`src/logic/armCtrlPkg.sv`:
```
`default_nettype none

package armCtrlPkg;

  // ======================================
  // Field and control widths
  // ======================================
  typedef logic [31:0] instrT;      // Full instruction word
  typedef logic [3:0]  condT;       // Condition field, bits 31:28
  typedef logic [3:0]  flagsT;      // N Z C V, N on top
  typedef logic [3:0]  aluCtrlT;    // Same coding as the DP cmd field
  typedef logic [1:0]  flagWriteT;  // [1] updates NZ, [0] updates CV
  typedef logic [3:0]  byteMaskT;   // One bit per byte lane
  typedef logic [1:0]  byteOffsetT; // Low address bits
  typedef logic [1:0]  srcSelT;     // regSrc and immSrc selects

  // ======================================
  // ALU operations used outside data processing
  // ======================================
  localparam aluCtrlT ALU_ADD = 4'b0100;
  localparam aluCtrlT ALU_SUB = 4'b0010;

  // Instruction classes from op field, bits 27:26
  // op 11 is not implemented and decodes as a no-op
  localparam logic [1:0] OP_DATA   = 2'b00;
  localparam logic [1:0] OP_MEM    = 2'b01;
  localparam logic [1:0] OP_BRANCH = 2'b10;

  // Source select encodings
  localparam srcSelT REG_SRC_DEFAULT = 2'b00;
  localparam srcSelT REG_SRC_PC      = 2'b01; // Branch reads R15 as Rn
  localparam srcSelT REG_SRC_STORE   = 2'b10; // Store reads Rd as second source

  localparam srcSelT IMM_SRC_DP     = 2'b00;  // 8-bit rotated immediate
  localparam srcSelT IMM_SRC_MEM    = 2'b01;  // 12-bit offset
  localparam srcSelT IMM_SRC_BRANCH = 2'b10;  // 24-bit word offset

  // Flag update selects for data processing
  localparam flagWriteT FLAGS_NONE = 2'b00;
  localparam flagWriteT FLAGS_NZ   = 2'b10;
  localparam flagWriteT FLAGS_ALL  = 2'b11;

endpackage

`default_nettype wire

```
`src/logic/armController.sv`:
```
`default_nettype none
`timescale 1ns/10ps

module armController (
  input  logic                   clk,
  input  logic                   reset,
  input  armCtrlPkg::instrT      instrD,
  input  armCtrlPkg::flagsT      aluFlagsE,
  input  armCtrlPkg::byteOffsetT aluAddrE,
  input  logic                   stallE,
  input  logic                   flushE,
  input  logic                   stallM,
  input  logic                   stallW,
  input  logic                   flushW,
  output armCtrlPkg::srcSelT     regSrcD,
  output armCtrlPkg::srcSelT     immSrcD,
  output armCtrlPkg::aluCtrlT    aluControlE,
  output logic                   aluSrcE,
  output logic                   branchTakenE,
  output armCtrlPkg::flagsT      flagsE,
  output logic                   memWriteM,
  output armCtrlPkg::byteMaskT   byteMaskM,
  output logic                   regWriteM,
  output logic                   memToRegW,
  output logic                   regWriteW,
  output logic                   pcSrcW,
  output logic                   pcWrPendingF
);
  import armCtrlPkg::*;

  logic       pcSrcD;
  flagWriteT  flagWriteE;
  condT       condE;
  logic       branchE;
  logic       regWriteE;
  logic       memWriteE;
  logic       memToRegE;
  logic       pcSrcE;
  logic       byteE;
  logic [1:0] instrClassE;
  logic       memToRegM;
  logic       pcSrcM;

  // ======================================
  // Stage instances
  // ======================================
  decodeStage i_decodeStage (
    .clk(clk), .reset(reset), .instrD(instrD), .stallE(stallE), .flushE(flushE),
    .regSrcD(regSrcD), .immSrcD(immSrcD), .pcSrcD(pcSrcD),
    .aluControlE(aluControlE), .aluSrcE(aluSrcE), .flagWriteE(flagWriteE),
    .condE(condE), .branchE(branchE), .regWriteE(regWriteE), .memWriteE(memWriteE),
    .memToRegE(memToRegE), .pcSrcE(pcSrcE), .byteE(byteE), .instrClassE(instrClassE)
  );

  executeStage i_executeStage (
    .clk(clk), .reset(reset), .flagWriteE(flagWriteE), .condE(condE),
    .branchE(branchE), .regWriteE(regWriteE), .memWriteE(memWriteE),
    .memToRegE(memToRegE), .pcSrcE(pcSrcE), .byteE(byteE), .instrClassE(instrClassE),
    .aluFlagsE(aluFlagsE), .aluAddrE(aluAddrE), .stallE(stallE), .stallM(stallM),
    .branchTakenE(branchTakenE), .flagsE(flagsE), .regWriteM(regWriteM),
    .memWriteM(memWriteM), .memToRegM(memToRegM), .pcSrcM(pcSrcM), .byteMaskM(byteMaskM)
  );

  memWbStage i_memWbStage (
    .clk(clk), .reset(reset), .regWriteM(regWriteM), .memToRegM(memToRegM),
    .pcSrcM(pcSrcM), .pcSrcD(pcSrcD), .pcSrcE(pcSrcE), .stallW(stallW), .flushW(flushW),
    .regWriteW(regWriteW), .memToRegW(memToRegW), .pcSrcW(pcSrcW),
    .pcWrPendingF(pcWrPendingF)
  );

endmodule

`default_nettype wire

```
`src/logic/condUnit.sv`:
```
`default_nettype none
`timescale 1ns/10ps

module condUnit (
  input  logic                  clk,
  input  logic                  reset,
  input  armCtrlPkg::condT      condE,
  input  armCtrlPkg::flagWriteT flagWriteE,
  input  armCtrlPkg::flagsT     aluFlagsE,
  input  logic                  stallE,
  output logic                  condExE,
  output armCtrlPkg::flagsT     flagsE
);

  logic negFlag;
  logic zeroFlag;
  logic carryFlag;
  logic ovfFlag;
  logic geFlag;

  assign {negFlag, zeroFlag, carryFlag, ovfFlag} = flagsE;
  assign geFlag = (negFlag == ovfFlag);  // Signed greater or equal

  // ======================================
  // Condition check against stored flags
  // ======================================
  always_comb begin
    case (condE)
      4'b0000: condExE = zeroFlag;                // EQ
      4'b0001: condExE = ~zeroFlag;               // NE
      4'b0010: condExE = carryFlag;               // CS
      4'b0011: condExE = ~carryFlag;              // CC
      4'b0100: condExE = negFlag;                 // MI
      4'b0101: condExE = ~negFlag;                // PL
      4'b0110: condExE = ovfFlag;                 // VS
      4'b0111: condExE = ~ovfFlag;                // VC
      4'b1000: condExE = carryFlag & ~zeroFlag;   // HI
      4'b1001: condExE = ~carryFlag | zeroFlag;   // LS
      4'b1010: condExE = geFlag;                  // GE
      4'b1011: condExE = ~geFlag;                 // LT
      4'b1100: condExE = ~zeroFlag & geFlag;      // GT
      4'b1101: condExE = zeroFlag | ~geFlag;      // LE
      4'b1110: condExE = 1'b1;                    // AL
      default: condExE = 1'b0;                    // 1111 never passes
    endcase
  end

  // NZ and CV load independently, only for a passing instruction
  always_ff @(posedge clk) begin
    if (reset) begin
      flagsE <= '0;
    end else if (!stallE && condExE) begin
      if (flagWriteE[1])
        flagsE[3:2] <= aluFlagsE[3:2];
      if (flagWriteE[0])
        flagsE[1:0] <= aluFlagsE[1:0];
    end
  end

endmodule

`default_nettype wire

```
`src/logic/decodeStage.sv`:
```
`default_nettype none
`timescale 1ns/10ps

module decodeStage (
  input  logic                  clk,
  input  logic                  reset,
  input  armCtrlPkg::instrT     instrD,
  input  logic                  stallE,
  input  logic                  flushE,
  output armCtrlPkg::srcSelT    regSrcD,
  output armCtrlPkg::srcSelT    immSrcD,
  output logic                  pcSrcD,
  output armCtrlPkg::aluCtrlT   aluControlE,
  output logic                  aluSrcE,
  output armCtrlPkg::flagWriteT flagWriteE,
  output armCtrlPkg::condT      condE,
  output logic                  branchE,
  output logic                  regWriteE,
  output logic                  memWriteE,
  output logic                  memToRegE,
  output logic                  pcSrcE,
  output logic                  byteE,
  output logic [1:0]            instrClassE
);
  import armCtrlPkg::*;

  logic [1:0] opD;
  aluCtrlT    cmdD;
  logic [3:0] rdD;
  logic       immBitD;
  logic       sBitD;
  logic       upBitD;
  logic       byteBitD;
  logic       loadBitD;
  logic       logicalD;

  aluCtrlT    aluControlD;
  logic       aluSrcD;
  flagWriteT  flagWriteD;
  logic       regWriteD;
  logic       memWriteD;
  logic       memToRegD;
  logic       branchD;
  logic       byteD;

  // Instruction fields
  assign opD      = instrD[27:26];
  assign immBitD  = instrD[25];
  assign cmdD     = instrD[24:21];
  assign upBitD   = instrD[23];   // Memory offset direction
  assign byteBitD = instrD[22];
  assign sBitD    = instrD[20];   // Also the L bit for memory
  assign loadBitD = instrD[20];
  assign rdD      = instrD[15:12];

  // AND EOR TST TEQ and ORR MOV BIC MVN leave C and V alone
  assign logicalD = (cmdD[2:1] == 2'b00) | (cmdD[3:2] == 2'b11);

  // ======================================
  // Main and ALU decoder
  // ======================================
  always_comb begin
    regSrcD     = REG_SRC_DEFAULT;
    immSrcD     = IMM_SRC_DP;
    aluSrcD     = 1'b0;
    aluControlD = ALU_ADD;
    flagWriteD  = FLAGS_NONE;
    regWriteD   = 1'b0;
    memWriteD   = 1'b0;
    memToRegD   = 1'b0;
    branchD     = 1'b0;
    byteD       = 1'b0;
    case (opD)
      OP_DATA: begin
        aluSrcD     = immBitD;
        aluControlD = cmdD;
        regWriteD   = (cmdD[3:2] != 2'b10); // No write for TST TEQ CMP CMN
        if (sBitD)
          flagWriteD = logicalD ? FLAGS_NZ : FLAGS_ALL;
      end
      OP_MEM: begin
        regSrcD     = loadBitD ? REG_SRC_DEFAULT : REG_SRC_STORE;
        immSrcD     = IMM_SRC_MEM;
        aluSrcD     = ~immBitD;     // I clear means immediate offset
        aluControlD = upBitD ? ALU_ADD : ALU_SUB;
        regWriteD   = loadBitD;
        memToRegD   = loadBitD;
        memWriteD   = ~loadBitD;
        byteD       = byteBitD;
      end
      OP_BRANCH: begin
        regSrcD = REG_SRC_PC;
        immSrcD = IMM_SRC_BRANCH;
        aluSrcD = 1'b1;
        branchD = 1'b1;
      end
      default: begin
        // op 11 stays a no-op with every write off
        branchD = 1'b0;
      end
    endcase
  end

  assign pcSrcD = ((rdD == 4'hF) & regWriteD) | branchD;

  // ======================================
  // Decode to execute register
  // ======================================
  always_ff @(posedge clk) begin
    if (reset || flushE) begin  // Flush wins over stall
      aluControlE <= '0;
      aluSrcE     <= 1'b0;
      flagWriteE  <= '0;
      condE       <= '0;
      branchE     <= 1'b0;
      regWriteE   <= 1'b0;
      memWriteE   <= 1'b0;
      memToRegE   <= 1'b0;
      pcSrcE      <= 1'b0;
      byteE       <= 1'b0;
      instrClassE <= '0;
    end else if (!stallE) begin
      aluControlE <= aluControlD;
      aluSrcE     <= aluSrcD;
      flagWriteE  <= flagWriteD;
      condE       <= instrD[31:28];
      branchE     <= branchD;
      regWriteE   <= regWriteD;
      memWriteE   <= memWriteD;
      memToRegE   <= memToRegD;
      pcSrcE      <= pcSrcD;
      byteE       <= byteD;
      instrClassE <= opD;
    end
  end

  // Fetch hands over a known word every cycle
  instrKnown: assert property (@(posedge clk) disable iff (reset)
    !$isunknown(instrD));

endmodule

`default_nettype wire

```
`src/logic/executeStage.sv`:
```
`default_nettype none
`timescale 1ns/10ps

module executeStage (
  input  logic                   clk,
  input  logic                   reset,
  input  armCtrlPkg::flagWriteT  flagWriteE,
  input  armCtrlPkg::condT       condE,
  input  logic                   branchE,
  input  logic                   regWriteE,
  input  logic                   memWriteE,
  input  logic                   memToRegE,
  input  logic                   pcSrcE,
  input  logic                   byteE,
  input  logic [1:0]             instrClassE,
  input  armCtrlPkg::flagsT      aluFlagsE,
  input  armCtrlPkg::byteOffsetT aluAddrE,
  input  logic                   stallE,
  input  logic                   stallM,
  output logic                   branchTakenE,
  output armCtrlPkg::flagsT      flagsE,
  output logic                   regWriteM,
  output logic                   memWriteM,
  output logic                   memToRegM,
  output logic                   pcSrcM,
  output armCtrlPkg::byteMaskT   byteMaskM
);
  import armCtrlPkg::*;

  logic     condExE;
  logic     regWriteGatedE;
  logic     memWriteGatedE;
  logic     pcSrcGatedE;
  byteMaskT byteMaskE;

  condUnit i_condUnit (
    .clk        (clk),
    .reset      (reset),
    .condE      (condE),
    .flagWriteE (flagWriteE),
    .aluFlagsE  (aluFlagsE),
    .stallE     (stallE),
    .condExE    (condExE),
    .flagsE     (flagsE)
  );

  // ======================================
  // Condition gating
  // ======================================
  assign branchTakenE   = branchE & condExE;
  assign regWriteGatedE = regWriteE & condExE;
  assign memWriteGatedE = memWriteE & condExE;
  assign pcSrcGatedE    = pcSrcE & condExE;

  // Lane select for the data memory
  always_comb begin
    if (instrClassE != OP_MEM)
      byteMaskE = 4'b0000;              // No transfer
    else if (byteE)
      byteMaskE = 4'b0001 << aluAddrE;  // Single lane
    else
      byteMaskE = 4'b1111;              // Whole word
  end

  // ======================================
  // Execute to memory register
  // ======================================
  always_ff @(posedge clk) begin
    if (reset) begin
      regWriteM <= 1'b0;
      memWriteM <= 1'b0;
      memToRegM <= 1'b0;
      pcSrcM    <= 1'b0;
      byteMaskM <= '0;
    end else if (!stallM) begin
      regWriteM <= regWriteGatedE;
      memWriteM <= memWriteGatedE;
      memToRegM <= memToRegE;
      pcSrcM    <= pcSrcGatedE;
      byteMaskM <= byteMaskE;
    end
  end

  // Datapath supplies a known lane for byte transfers
  byteAddrKnown: assert property (@(posedge clk) disable iff (reset)
    byteE |-> !$isunknown(aluAddrE));

endmodule

`default_nettype wire

```
`src/logic/memWbStage.sv`:
```
`default_nettype none
`timescale 1ns/10ps

module memWbStage (
  input  logic clk,
  input  logic reset,
  input  logic regWriteM,
  input  logic memToRegM,
  input  logic pcSrcM,
  input  logic pcSrcD,
  input  logic pcSrcE,
  input  logic stallW,
  input  logic flushW,
  output logic regWriteW,
  output logic memToRegW,
  output logic pcSrcW,
  output logic pcWrPendingF
);

  // ======================================
  // Memory to writeback register
  // ======================================
  always_ff @(posedge clk) begin
    if (reset || flushW) begin  // Flush wins over stall
      regWriteW <= 1'b0;
      memToRegW <= 1'b0;
      pcSrcW    <= 1'b0;
    end else if (!stallW) begin
      regWriteW <= regWriteM;
      memToRegW <= memToRegM;
      pcSrcW    <= pcSrcM;
    end
  end

  // Any PC write still in flight holds off fetch
  assign pcWrPendingF = pcSrcD | pcSrcE | pcSrcM;

endmodule

`default_nettype wire

```
`config.mk`:
```
export PLATFORM = sky130hd
export DESIGN_NAME = armController
export DESIGN_NICKNAME = d
export VERILOG_FILES = /design/src/logic/armCtrlPkg.sv /design/src/logic/armController.sv /design/src/logic/condUnit.sv /design/src/logic/decodeStage.sv /design/src/logic/executeStage.sv /design/src/logic/memWbStage.sv
export SDC_FILE = /design/constraint.sdc
export NUM_CORES = 1
export LEC_CHECK = 0
export ABC_AREA = 1
export BUFFER_PORTS_ARGS = -buffer_cell sky130_fd_sc_hd__buf_2
export CAP_MARGIN = 10
export CORE_MARGIN = 4
export CORE_UTILIZATION = 40
export DETAILED_ROUTE_END_ITERATION = 6
export PLACE_DENSITY_LB_ADDON = 0.12
export SYNTH_ARGS = -nofsm -noshare
export SYNTH_HDL_FRONTEND = slang
export SYNTH_SLANG_ARGS = --single-unit
```
`constraint.sdc`:
```
create_clock -name clk -period 2.5 [get_ports clk]
set_clock_uncertainty 0.15 [all_clocks]
set_input_delay 0 -clock clk [delete_from_list [all_inputs] [get_ports clk]]
set_output_delay 0 -clock clk [all_outputs]
set_load 0.05 [all_outputs]
```
==> flow_summary.toml, run 1 <==
[timing]
worstMarginPinSlew_ps = 627.7
min_period_ps = 2166
tns_ps = 0
clock.fmax_mhz = 461.7
setup_viol = 0
hold_viol_final = 0
final.period_utilization_pct = 86.64
drv_slew = 0
rsz0062_at_grt = "no"
max-slew-margin-rel_pct = 58.11

[route]
vias = 1792
wl_um = 4371
detail_route.first_pass.iterations = 4
avgViaCountPerCell = 4.667
wl_per_cell_um = 11.38
drtIter0Drc = 89
route.detailed.drc = 0
ant_nets = 0

[critical_path]
r2r-start = "i_executeStage.i_condUnit.flagsE[3]"
path_cells = "dlygate4sd3_1, buf_2, inv_1, ha_1, inv_1, a21oi_1, inv_1, a21oi_1, nor2_1, or3b_2, buf_2"
max_stage_delay_ps = 530
cp-start-kind = "input pin"
crit_path_frequent_cell = "inv_1"
crit_arrival_ps = 2020
crit_type = "in2out"
critPathSlowestCell = "dlygate4sd3_1"
worstPathRequired_ps = 2350
critPathMaxFanout = 4
cp_top_family = "buffers and inverters"
cp-startpoint = "instrD[26]"
end_kind = "output port"
cp.buffers_inverters = 6

[clocking]
cts-htree-levels = 2
cts_max_path_buffers = 2
insertion_delay_ps = 280
cts-root-buf = "clkbuf_8"
numCtsBuffers = 5
clock-sinks = 34
clk_pin_slew_ps = 70
cts_repair_resize_count = 0
cts_tree = "built"

[die]
rows = 23
pin_count = 69
die_h_um = 73.63
core_area_sq_um = 4086
die_w_um = 73.63
dieArea_sq_um = 5421
start_util_pct = 42.16

[global_route]
grt_pass1_vias = 1746
grt_pass1_wl_um = 7465
grt_max_degree = 22
track_usage_pct = 17.53
antenna_found_initial = 0
overflow = 0

[final_layout]
stdcell_area_sq_um = 2454
drive_gt1_share_pct = 26.05
layout.cells.non_filler = 384
fillers = 405
antennaDiodeCount = 0
layout.nets = 383
syn2layout_area_growth_pct = 42.41

[synthesis]
syn_nets = 297
synth_commonest_cells = "61 x nand2_1, 34 x dfxtp_1, 29 x a21oi_1, 29 x inv_1, 18 x o21ai_0"
ys_warn_count = 0
synthTopCellsByArea = "dfxtp_1 40%, nand2_1 13%, a21oi_1 8.4%"
synth.distinct_cells = 29
synth_area_leader_cell = "dfxtp_1"
synth_edf_count = 0
synthArstFlopShare_pct = 0
syn_area_sq_um = 1723
ys_seq_elements = 34
yosysMostFrequentCell = "nand2_1"
yosys.area.top_type_share_pct = 39.51
ys.flop_type = "dfxtp_1"
yosysSeqAreaShare_pct = 39.51
syn_inst = 247
syn_area_per_cell_sq_um = 6.975

[power]
p_leak_nw = 1.149
finalPower_mw = 1.177
pwr_density_cell_nw_per_um2 = 479.7
vdd_ir_drop_max_v = 0.0003063

[place]
io_buffers = 52
gp_congestion = 0.8727
dpl.hpwl_um = 3094
placed_area_sq_um = 2008
placed_cells = 341

[outcome]
status = "finished, final reports clean"

[min_path]
min_from = "instrD[12]"
min_path_type = "in2reg"

[run]
cap_violations = 0
## flip-flops by register name, summed over array words and instances, names as in the netlist, 2 cells and up
signal	cells
i_decodeStage.aluControlE	4
i_decodeStage.condE	4
i_decodeStage.flagWriteE	2
i_decodeStage.instrClassE	2
i_executeStage.byteMaskM	4
i_executeStage.i_condUnit.flagsE	4
## power breakdown
part	switching, mW	internal (mW)
clock network	0.204	0.221
logic	0.111	0.0771
registers	0.00921	0.554
total	0.325	0.852
## final timing paths
kind | end | slack [ps] | cells after the start
max | pcWrPendingF | 330 | 11
min | i_decodeStage.pcSrcE | 40 | 5
max reg2reg | i_executeStage.i_condUnit.flagsE[3] | 900 | 12
min reg2reg | i_memWbStage.regWriteW | 300 | 2
## worst reg2reg max path, cell delays in order (launching register included)
cell	delay, ps
dfxtp_1	340
inv_1	110
nand2_1	110
nand3_1	100
nand2_1	60
nand2_1	70
nand2_2	50
nor2_2	160
nand2_4	110
nand3_2	80
nand2_1	60
inv_1	60
nor2_2	40
## layer usage
layer  track usage, %  part of all wire, %  vias to the layer above
li1                 -                    -                      959
met1            22.19                   45                      782
met2            28.54                   48                       45
met3            4.104                  5.2                        6
met4            7.042                  1.6                        0
met5                0                    0                        -
## cell usage in the layout, fill, tap and decap left out, types with 2 or more instances in the layout
cell / synthesis / routed
nand2_2: 2 / 2
clkinv_1: 2 / 2
dfxtp_1: 34 / 34
inv_1: 29 / 29
dlygate4sd3_1: 0 / 35
o21ai_0: 18 / 18
ha_1: 5 / 5
buf_2: 0 / 52
nor3_1: 2 / 2
nand4_1: 5 / 5
nor2_1: 14 / 14
a21oi_1: 29 / 29
inv_2: 4 / 4
nand3_1: 8 / 8
nand3_2: 4 / 4
clkbuf_8: 0 / 6
nor2_2: 10 / 10
nand2_1: 61 / 61
## layout make-up
cell class	instances	area [sq um]	share of cell area, %
Inverter	35	131.4	5.354
Tap cell	50	62.56	2.550
Sequential cell	34	680.7	27.74
Clock buffer	6	82.58	3.366
Clock inverter	2	12.51	0.5099
Timing Repair Buffer	88	618.1	25.19
Multi-Input combinational cell	169	865.8	35.29
## cells by family after synthesis
group           synth area share [%]
buf+inv                        10.24
flops                          39.51
fa+ha+maj                      3.631
compound gates                 17.36
simple gates                   29.27
## timing repair
item,in CTS,in global routing
hold endpoints to repair,34,0
hold buffers,35,0
buffers inserted,0,0
## stage by stage
step,setup slack (ps),util (%),hold slack [ps]
6_report,334.0,60.04,42.06
2_1_floorplan,38.56,-,-11.22
3_3_place_gp,874.8,49.14,104.2
4_1_cts,332.0,60.04,42.95
5_1_grt,215.6,60.04,73.11
3_5_place_dp,866.8,49.14,115.7
No activity file was read; power rests on OpenSTA's default activity.
==> run 2, diff against run 1 <==
==> constraint.sdc (replaced) <==
create_clock -name clk -period 2.27 [get_ports clk]
set_clock_uncertainty 0.15 [all_clocks]
set_input_delay 0 -clock clk [delete_from_list [all_inputs] [get_ports clk]]
set_output_delay 0 -clock clk [all_outputs]
set_load 0.05 [all_outputs]
==> flow_summary.toml, run 2 (synthesis gave the netlist of run 1 again) <==
[timing]
setup_viol = 0
clock.fmax_mhz = 461.4
hold_ws_ps = 38.56
final.period_utilization_pct = 95.47
min_period_ps = 2167
hold_viol_final = 0
drv_slew = 0
rsz0062_at_grt = "no"
tns_ps = 0
worstMarginPinSlew_ps = 605.1
max-slew-margin-rel_pct = 59.62

[clocking]
post-cts-setup-buffer-count = 0
numCtsBuffers = 5
cts-root-buf = "clkbuf_8"
clk_pin_slew_ps = 70
insertion_delay_ps = 290
clock-sinks = 34
cts_max_path_buffers = 2
cts_tree = "built"
cts-htree-levels = 2

[global_route]
antenna_found_initial = 0
track_usage_pct = 17.44
grt_max_degree = 22
grt_pass1_wl_um = 7403
grt_pass1_vias = 1620
overflow = 0

[critical_path]
cp-start-kind = "input pin"
crit_arrival_ps = 2250
end_kind = "flop"
path_cells = "dlygate4sd3_1, clkbuf_4, nor2_1, dlygate4sd3_1, a211oi_1, dlygate4sd3_1"
regToRegSetupSlack_ps = 210
crit_path_frequent_cell = "dlygate4sd3_1"
cp-startpoint = "stallE"
critPathSlowestCell = "dlygate4sd3_1"
worst-path-stages = 6
max_stage_delay_ps = 590
cp_top_family = "buffers and inverters"
r2r-start = "i_executeStage.i_condUnit.flagsE[3]"
worstPathRequired_ps = 2350
rr_endpoint = "i_executeStage.pcSrcM"
crit_type = "in2reg"
cp.buffers_inverters = 4
critPathMaxFanout = 19
ff2ff_path_depth = 10
crit_end = "i_decodeStage.condE[0]"

[power]
swShare_pct = 25.12
intPower_mw = 1.052
vdd_ir_drop_max_v = 0.0004080
seqPwrFrac_pct = 44.2
pwr_density_cell_nw_per_um2 = 559.1
netSwitchingPower_mw = 0.3528
p_comb_share_pct = 15.2
p_leak_nw = 1.180
p_clk_share_pct = 40.6

[final_layout]
antennaDiodeCount = 0
fillers = 394
syn2layout_area_growth_pct = 45.82
drive_gt1_share_pct = 25.60
layout.nets = 386
layout_common_cells = "61 x nand2_1, 49 x buf_2, 38 x dlygate4sd3_1, 34 x dfxtp_1"
final_common_cell = "nand2_1"

[die]
dieArea_sq_um = 5421
pin_count = 69
die_h_um = 73.63
rows = 23
die_w_um = 73.63
start_util_pct = 42.16
core_area_sq_um = 4086

[route]
vias = 1781
wl_um = 4420
wl_per_cell_um = 11.45
drtIter0Drc = 109
ant_nets = 0
avgViaCountPerCell = 4.614
detail_route.first_pass.iterations = 4
route.detailed.drc = 0

[run]
cap_violations = 0

[place]
gp_congestion = 0.7910
io_buffers = 52
dpl.hpwl_um = 3031

[min_path]
min_path_type = "in2reg"
hold_path_depth = 5

[outcome]
status = "finished, final reports clean"
run 2: changes by cell type in the layout (fill, tap and decap cells not counted), sizes merged:
cell / previous run / this run
dlygate4sd3: 35 / 38
buf: 53 / 52
bufinv: 0 / 1
clkbuf: 6 / 7
clkinv: 3 / 2
clkinvlp: 1 / 0
run 2: final cells by class:
class / count / area, sq um / share of cell area, %
repair buffers: 91 / 659.4 / 26.24
flip-flops and latches: 34 / 680.7 / 27.09
inverters: 35 / 131.4 / 5.229
multi-input cells: 169 / 865.8 / 34.46
clock buffers: 6 / 82.58 / 3.287
well taps: 50 / 62.56 / 2.490
clock inverters: 1 / 30.03 / 1.195
run 2: how the worst min path moves through the flow:
| stage | slack [ps] | from | endpoint |
|---|---|---|---|
| 4_1_cts | 30 | instrD[12] | i_decodeStage.pcSrcE |
| 5_1_grt | 100 | instrD[12] | i_decodeStage.pcSrcE |
| 3_3_place_gp | 100 | instrD[21] | i_decodeStage.aluControlE[0] |
| 2_1_floorplan | -10 | stallW | i_memWbStage.memToRegW |
| 6_report | 40 | instrD[12] | i_decodeStage.pcSrcE |
| 3_5_place_dp | 110 | instrD[21] | i_decodeStage.aluControlE[0] |
run 2: power groups by stage:
stage	registers (mW)	logic (mW)	clock network (mW)
global placement	0.634	0.167	0
CTS	0.620	0.209	0.582
detailed placement	0.634	0.168	0
finish	0.620	0.214	0.571
floorplan	0.649	0.0999	0
global route	0.623	0.238	0.604
run 2: layer usage:
layer / wire (um) / share of wire, % / vias up / track usage (%)
li1: - / - / 964 / -
met1: 2068 / 47 / 776 / 22.85
met2: 2091 / 47 / 34 / 28.05
met3: 199 / 4.5 / 7 / 4.378
met4: 60 / 1.4 / 0 / 5.433
met5: 0 / 0 / - / 0
run 2: timing repair:
action / in CTS / in global routing
hold buffers: 38 / 0
endpoints found under the setup margin: 0 / 2
resized for setup: 0 / 5
hold endpoints to repair: 34 / 0
run 2: tightest hold or removal path, cell delays in order:
cell	delay, ps
buf_2	90
nand4_1	70
a21oi_1	40
nor2_1	150
a21oi_1	80
run 2: through the flow:
step | instance area, sq um | setup WS [ps] | util, % | std cells | total power, mW
2_1_floorplan | 1723 | 183.1 | - | 247 | 0.7487
3_3_place_gp | 2008 | 647.1 | 49.14 | 341 | 0.8007
3_5_place_dp | 2008 | 645.1 | 49.14 | 341 | 0.8018
4_1_cts | 2501 | 109.2 | 61.21 | 386 | 1.411
5_1_grt | 2512 | 3.534 | 61.48 | 386 | 1.464
6_report | 2512 | 102.8 | 61.48 | 386 | 1.405
==> run 3, diff against run 2 <==
--- a/config.mk
+++ b/config.mk
@@ -12,6 +12,7 @@
 export CORE_UTILIZATION = 40
 export DETAILED_ROUTE_END_ITERATION = 6
 export PLACE_DENSITY_LB_ADDON = 0.12
+export REMOVE_ABC_BUFFERS = 1
 export SYNTH_ARGS = -nofsm -noshare
 export SYNTH_HDL_FRONTEND = slang
 export SYNTH_SLANG_ARGS = --single-unit
==> flow_summary.toml, run 3 (synthesis gave the netlist of run 1 again) <==
[die]
core_area_sq_um = 4086
die_h_um = 73.63
die_w_um = 73.63
dieArea_sq_um = 5421
pin_count = 69
rows = 23
start_util_pct = 42.16

[critical_path]
crit_type = "in2reg"
cp_top_family = "buffers and inverters"
critPathMaxFanout = 10
end_kind = "flop"
regToRegSetupSlack_ps = 360
cp-start-kind = "input pin"
crit_arrival_ps = 2140
worstPathRequired_ps = 2350
max_stage_delay_ps = 570
rr_endpoint = "i_executeStage.byteMaskM[1]"
ff2ff_path_depth = 5
cp-startpoint = "reset"
critPathSlowestCell = "dlygate4sd3_1"
crit_path_frequent_cell = "dlygate4sd3_1"
path_cells = "dlygate4sd3_1, buf_2, nor2_1, dlygate4sd3_1, inv_1, a21oi_1, dlygate4sd3_1"
cp.buffers_inverters = 5
r2r-start = "i_decodeStage.byteE"

[final_layout]
antennaDiodeCount = 0
drive_gt1_share_pct = 25.74
layout.nets = 387
syn2layout_area_growth_pct = 46.33
layout.cells.non_filler = 388
stdcell_area_sq_um = 2521
final_common_cell = "nand2_1"
layout_common_cells = "61 x nand2_1, 51 x buf_2, 39 x dlygate4sd3_1, 34 x dfxtp_1"
finalCoreUtilization_pct = 61.70

[clocking]
cts_tree = "built"
cts-htree-levels = 2
cts_max_path_buffers = 2
clock-sinks = 34
insertion_delay_ps = 280
clk_pin_slew_ps = 70
numCtsBuffers = 5
cts-root-buf = "clkbuf_8"

[place]
placed_cells = 341
gp_congestion = 0.8119
dpl.hpwl_um = 3098
io_buffers = 52
placed_area_sq_um = 2008

[global_route]
grt_pass1_wl_um = 7293
track_usage_pct = 17.06
antenna_found_initial = 0
overflow = 0
grt_max_degree = 22
grt_pass1_vias = 1724

[timing]
drv_slew = 0
min_period_ps = 2062
final.period_utilization_pct = 90.85
hold_viol_final = 0
rsz0062_at_grt = "no"
setup_viol = 0
max-slew-margin-rel_pct = 59.82
worstMarginPinSlew_ps = 602.1
clock.fmax_mhz = 484.9
tns_ps = 0

[route]
vias = 1781
wl_per_cell_um = 10.88
met1_length_um = 1961
route.detailed.drc = 0
top_layer = "met4"
drtIter0Drc = 44
avgViaCountPerCell = 4.590
detail_route.first_pass.iterations = 4
wl_met2_um = 2035
ant_nets = 0
routed-wl-met3_um = 165
wl_um = 4221

[power]
vdd_ir_drop_max_v = 0.0003715
p_clk_share_pct = 40.0
finalPower_mw = 1.387
netSwitchingPower_mw = 0.3593
p_comb_share_pct = 15.3
swShare_pct = 25.91
seqPwrFrac_pct = 44.7
pwr_density_cell_nw_per_um2 = 550.0
p_leak_nw = 1.179
intPower_mw = 1.027

[run]
cap_violations = 0

[min_path]
min_to = "i_decodeStage.pcSrcE"
min_path_type = "in2reg"
min_from = "instrD[12]"
hold_path_depth = 5

[outcome]
status = "finished, final reports clean"
## run 3: cell count changes in the layout (fill, tap and decap cells not counted), sizes merged
cell	previous run	this run
buf	52	53
dlygate4sd3	38	39
clkbuf	7	5
clkinvlp	0	2
## run 3: worst max-delay path by stage
stage,end,slack (ps),cells after the start
6_report,i_memWbStage.memToRegW,210,7
5_1_grt,pcWrPendingF,70,11
4_1_cts,pcWrPendingF,120,11
3_5_place_dp,pcWrPendingF,650,10
3_3_place_gp,pcWrPendingF,650,10
2_1_floorplan,branchTakenE,-190,8
## run 3: per-layer routing
layer,vias to the layer above,track usage [%]
met5,-,0
met4,0,7.243
met3,5,3.010
met2,31,29.63
met1,775,20.45
li1,970,-
## run 3: through the flow
step	setup slack, ps	hold WS, ps
2_1_floorplan	-191.4	-80.93
3_3_place_gp	646.8	101.6
3_5_place_dp	648.4	119.3
4_1_cts	117.0	30.31
5_1_grt	66.15	95.57
6_report	207.6	40.68
## run 3: area by class of cell
| type | instances | area, sq um |
|---|---|---|
| clock buffers | 5 | 68.82 |
| clock inverters | 3 | 45.04 |
| fillers | 379 | 1565 |
| inverters | 35 | 131.4 |
| multi-input cells | 169 | 868.3 |
| flip-flops and latches | 34 | 680.7 |
| well taps | 50 | 62.56 |
| repair buffers | 92 | 664.4 |
## run 3: repair_timing
item                                   4_1_cts  5_1_grt
endpoints found under the hold margin       34        0
setup endpoints to repair                    0        1
resized for setup                            0        4
buffers inserted                             0        0
hold buffers                                39        0
## run 3: power by group through the flow
| stage | clock network [mW] | registers [mW] | logic (mW) |
|---|---|---|---|
| 6_report | 0.554 | 0.620 | 0.212 |
| 3_5_place_dp | 0 | 0.634 | 0.168 |
| 4_1_cts | 0.572 | 0.620 | 0.210 |
| 3_3_place_gp | 0 | 0.634 | 0.167 |
| 5_1_grt | 0.596 | 0.622 | 0.235 |
| 2_1_floorplan | 0 | 0.649 | 0.0874 |
## run 3: worst register-to-register path, cell delays in order, from the launching register on
cell,delay [ps]
dfxtp_1,360
o21ai_0,80
dlygate4sd3_1,550
nand2_1,60
a21oi_1,50
dlygate4sd3_1,550
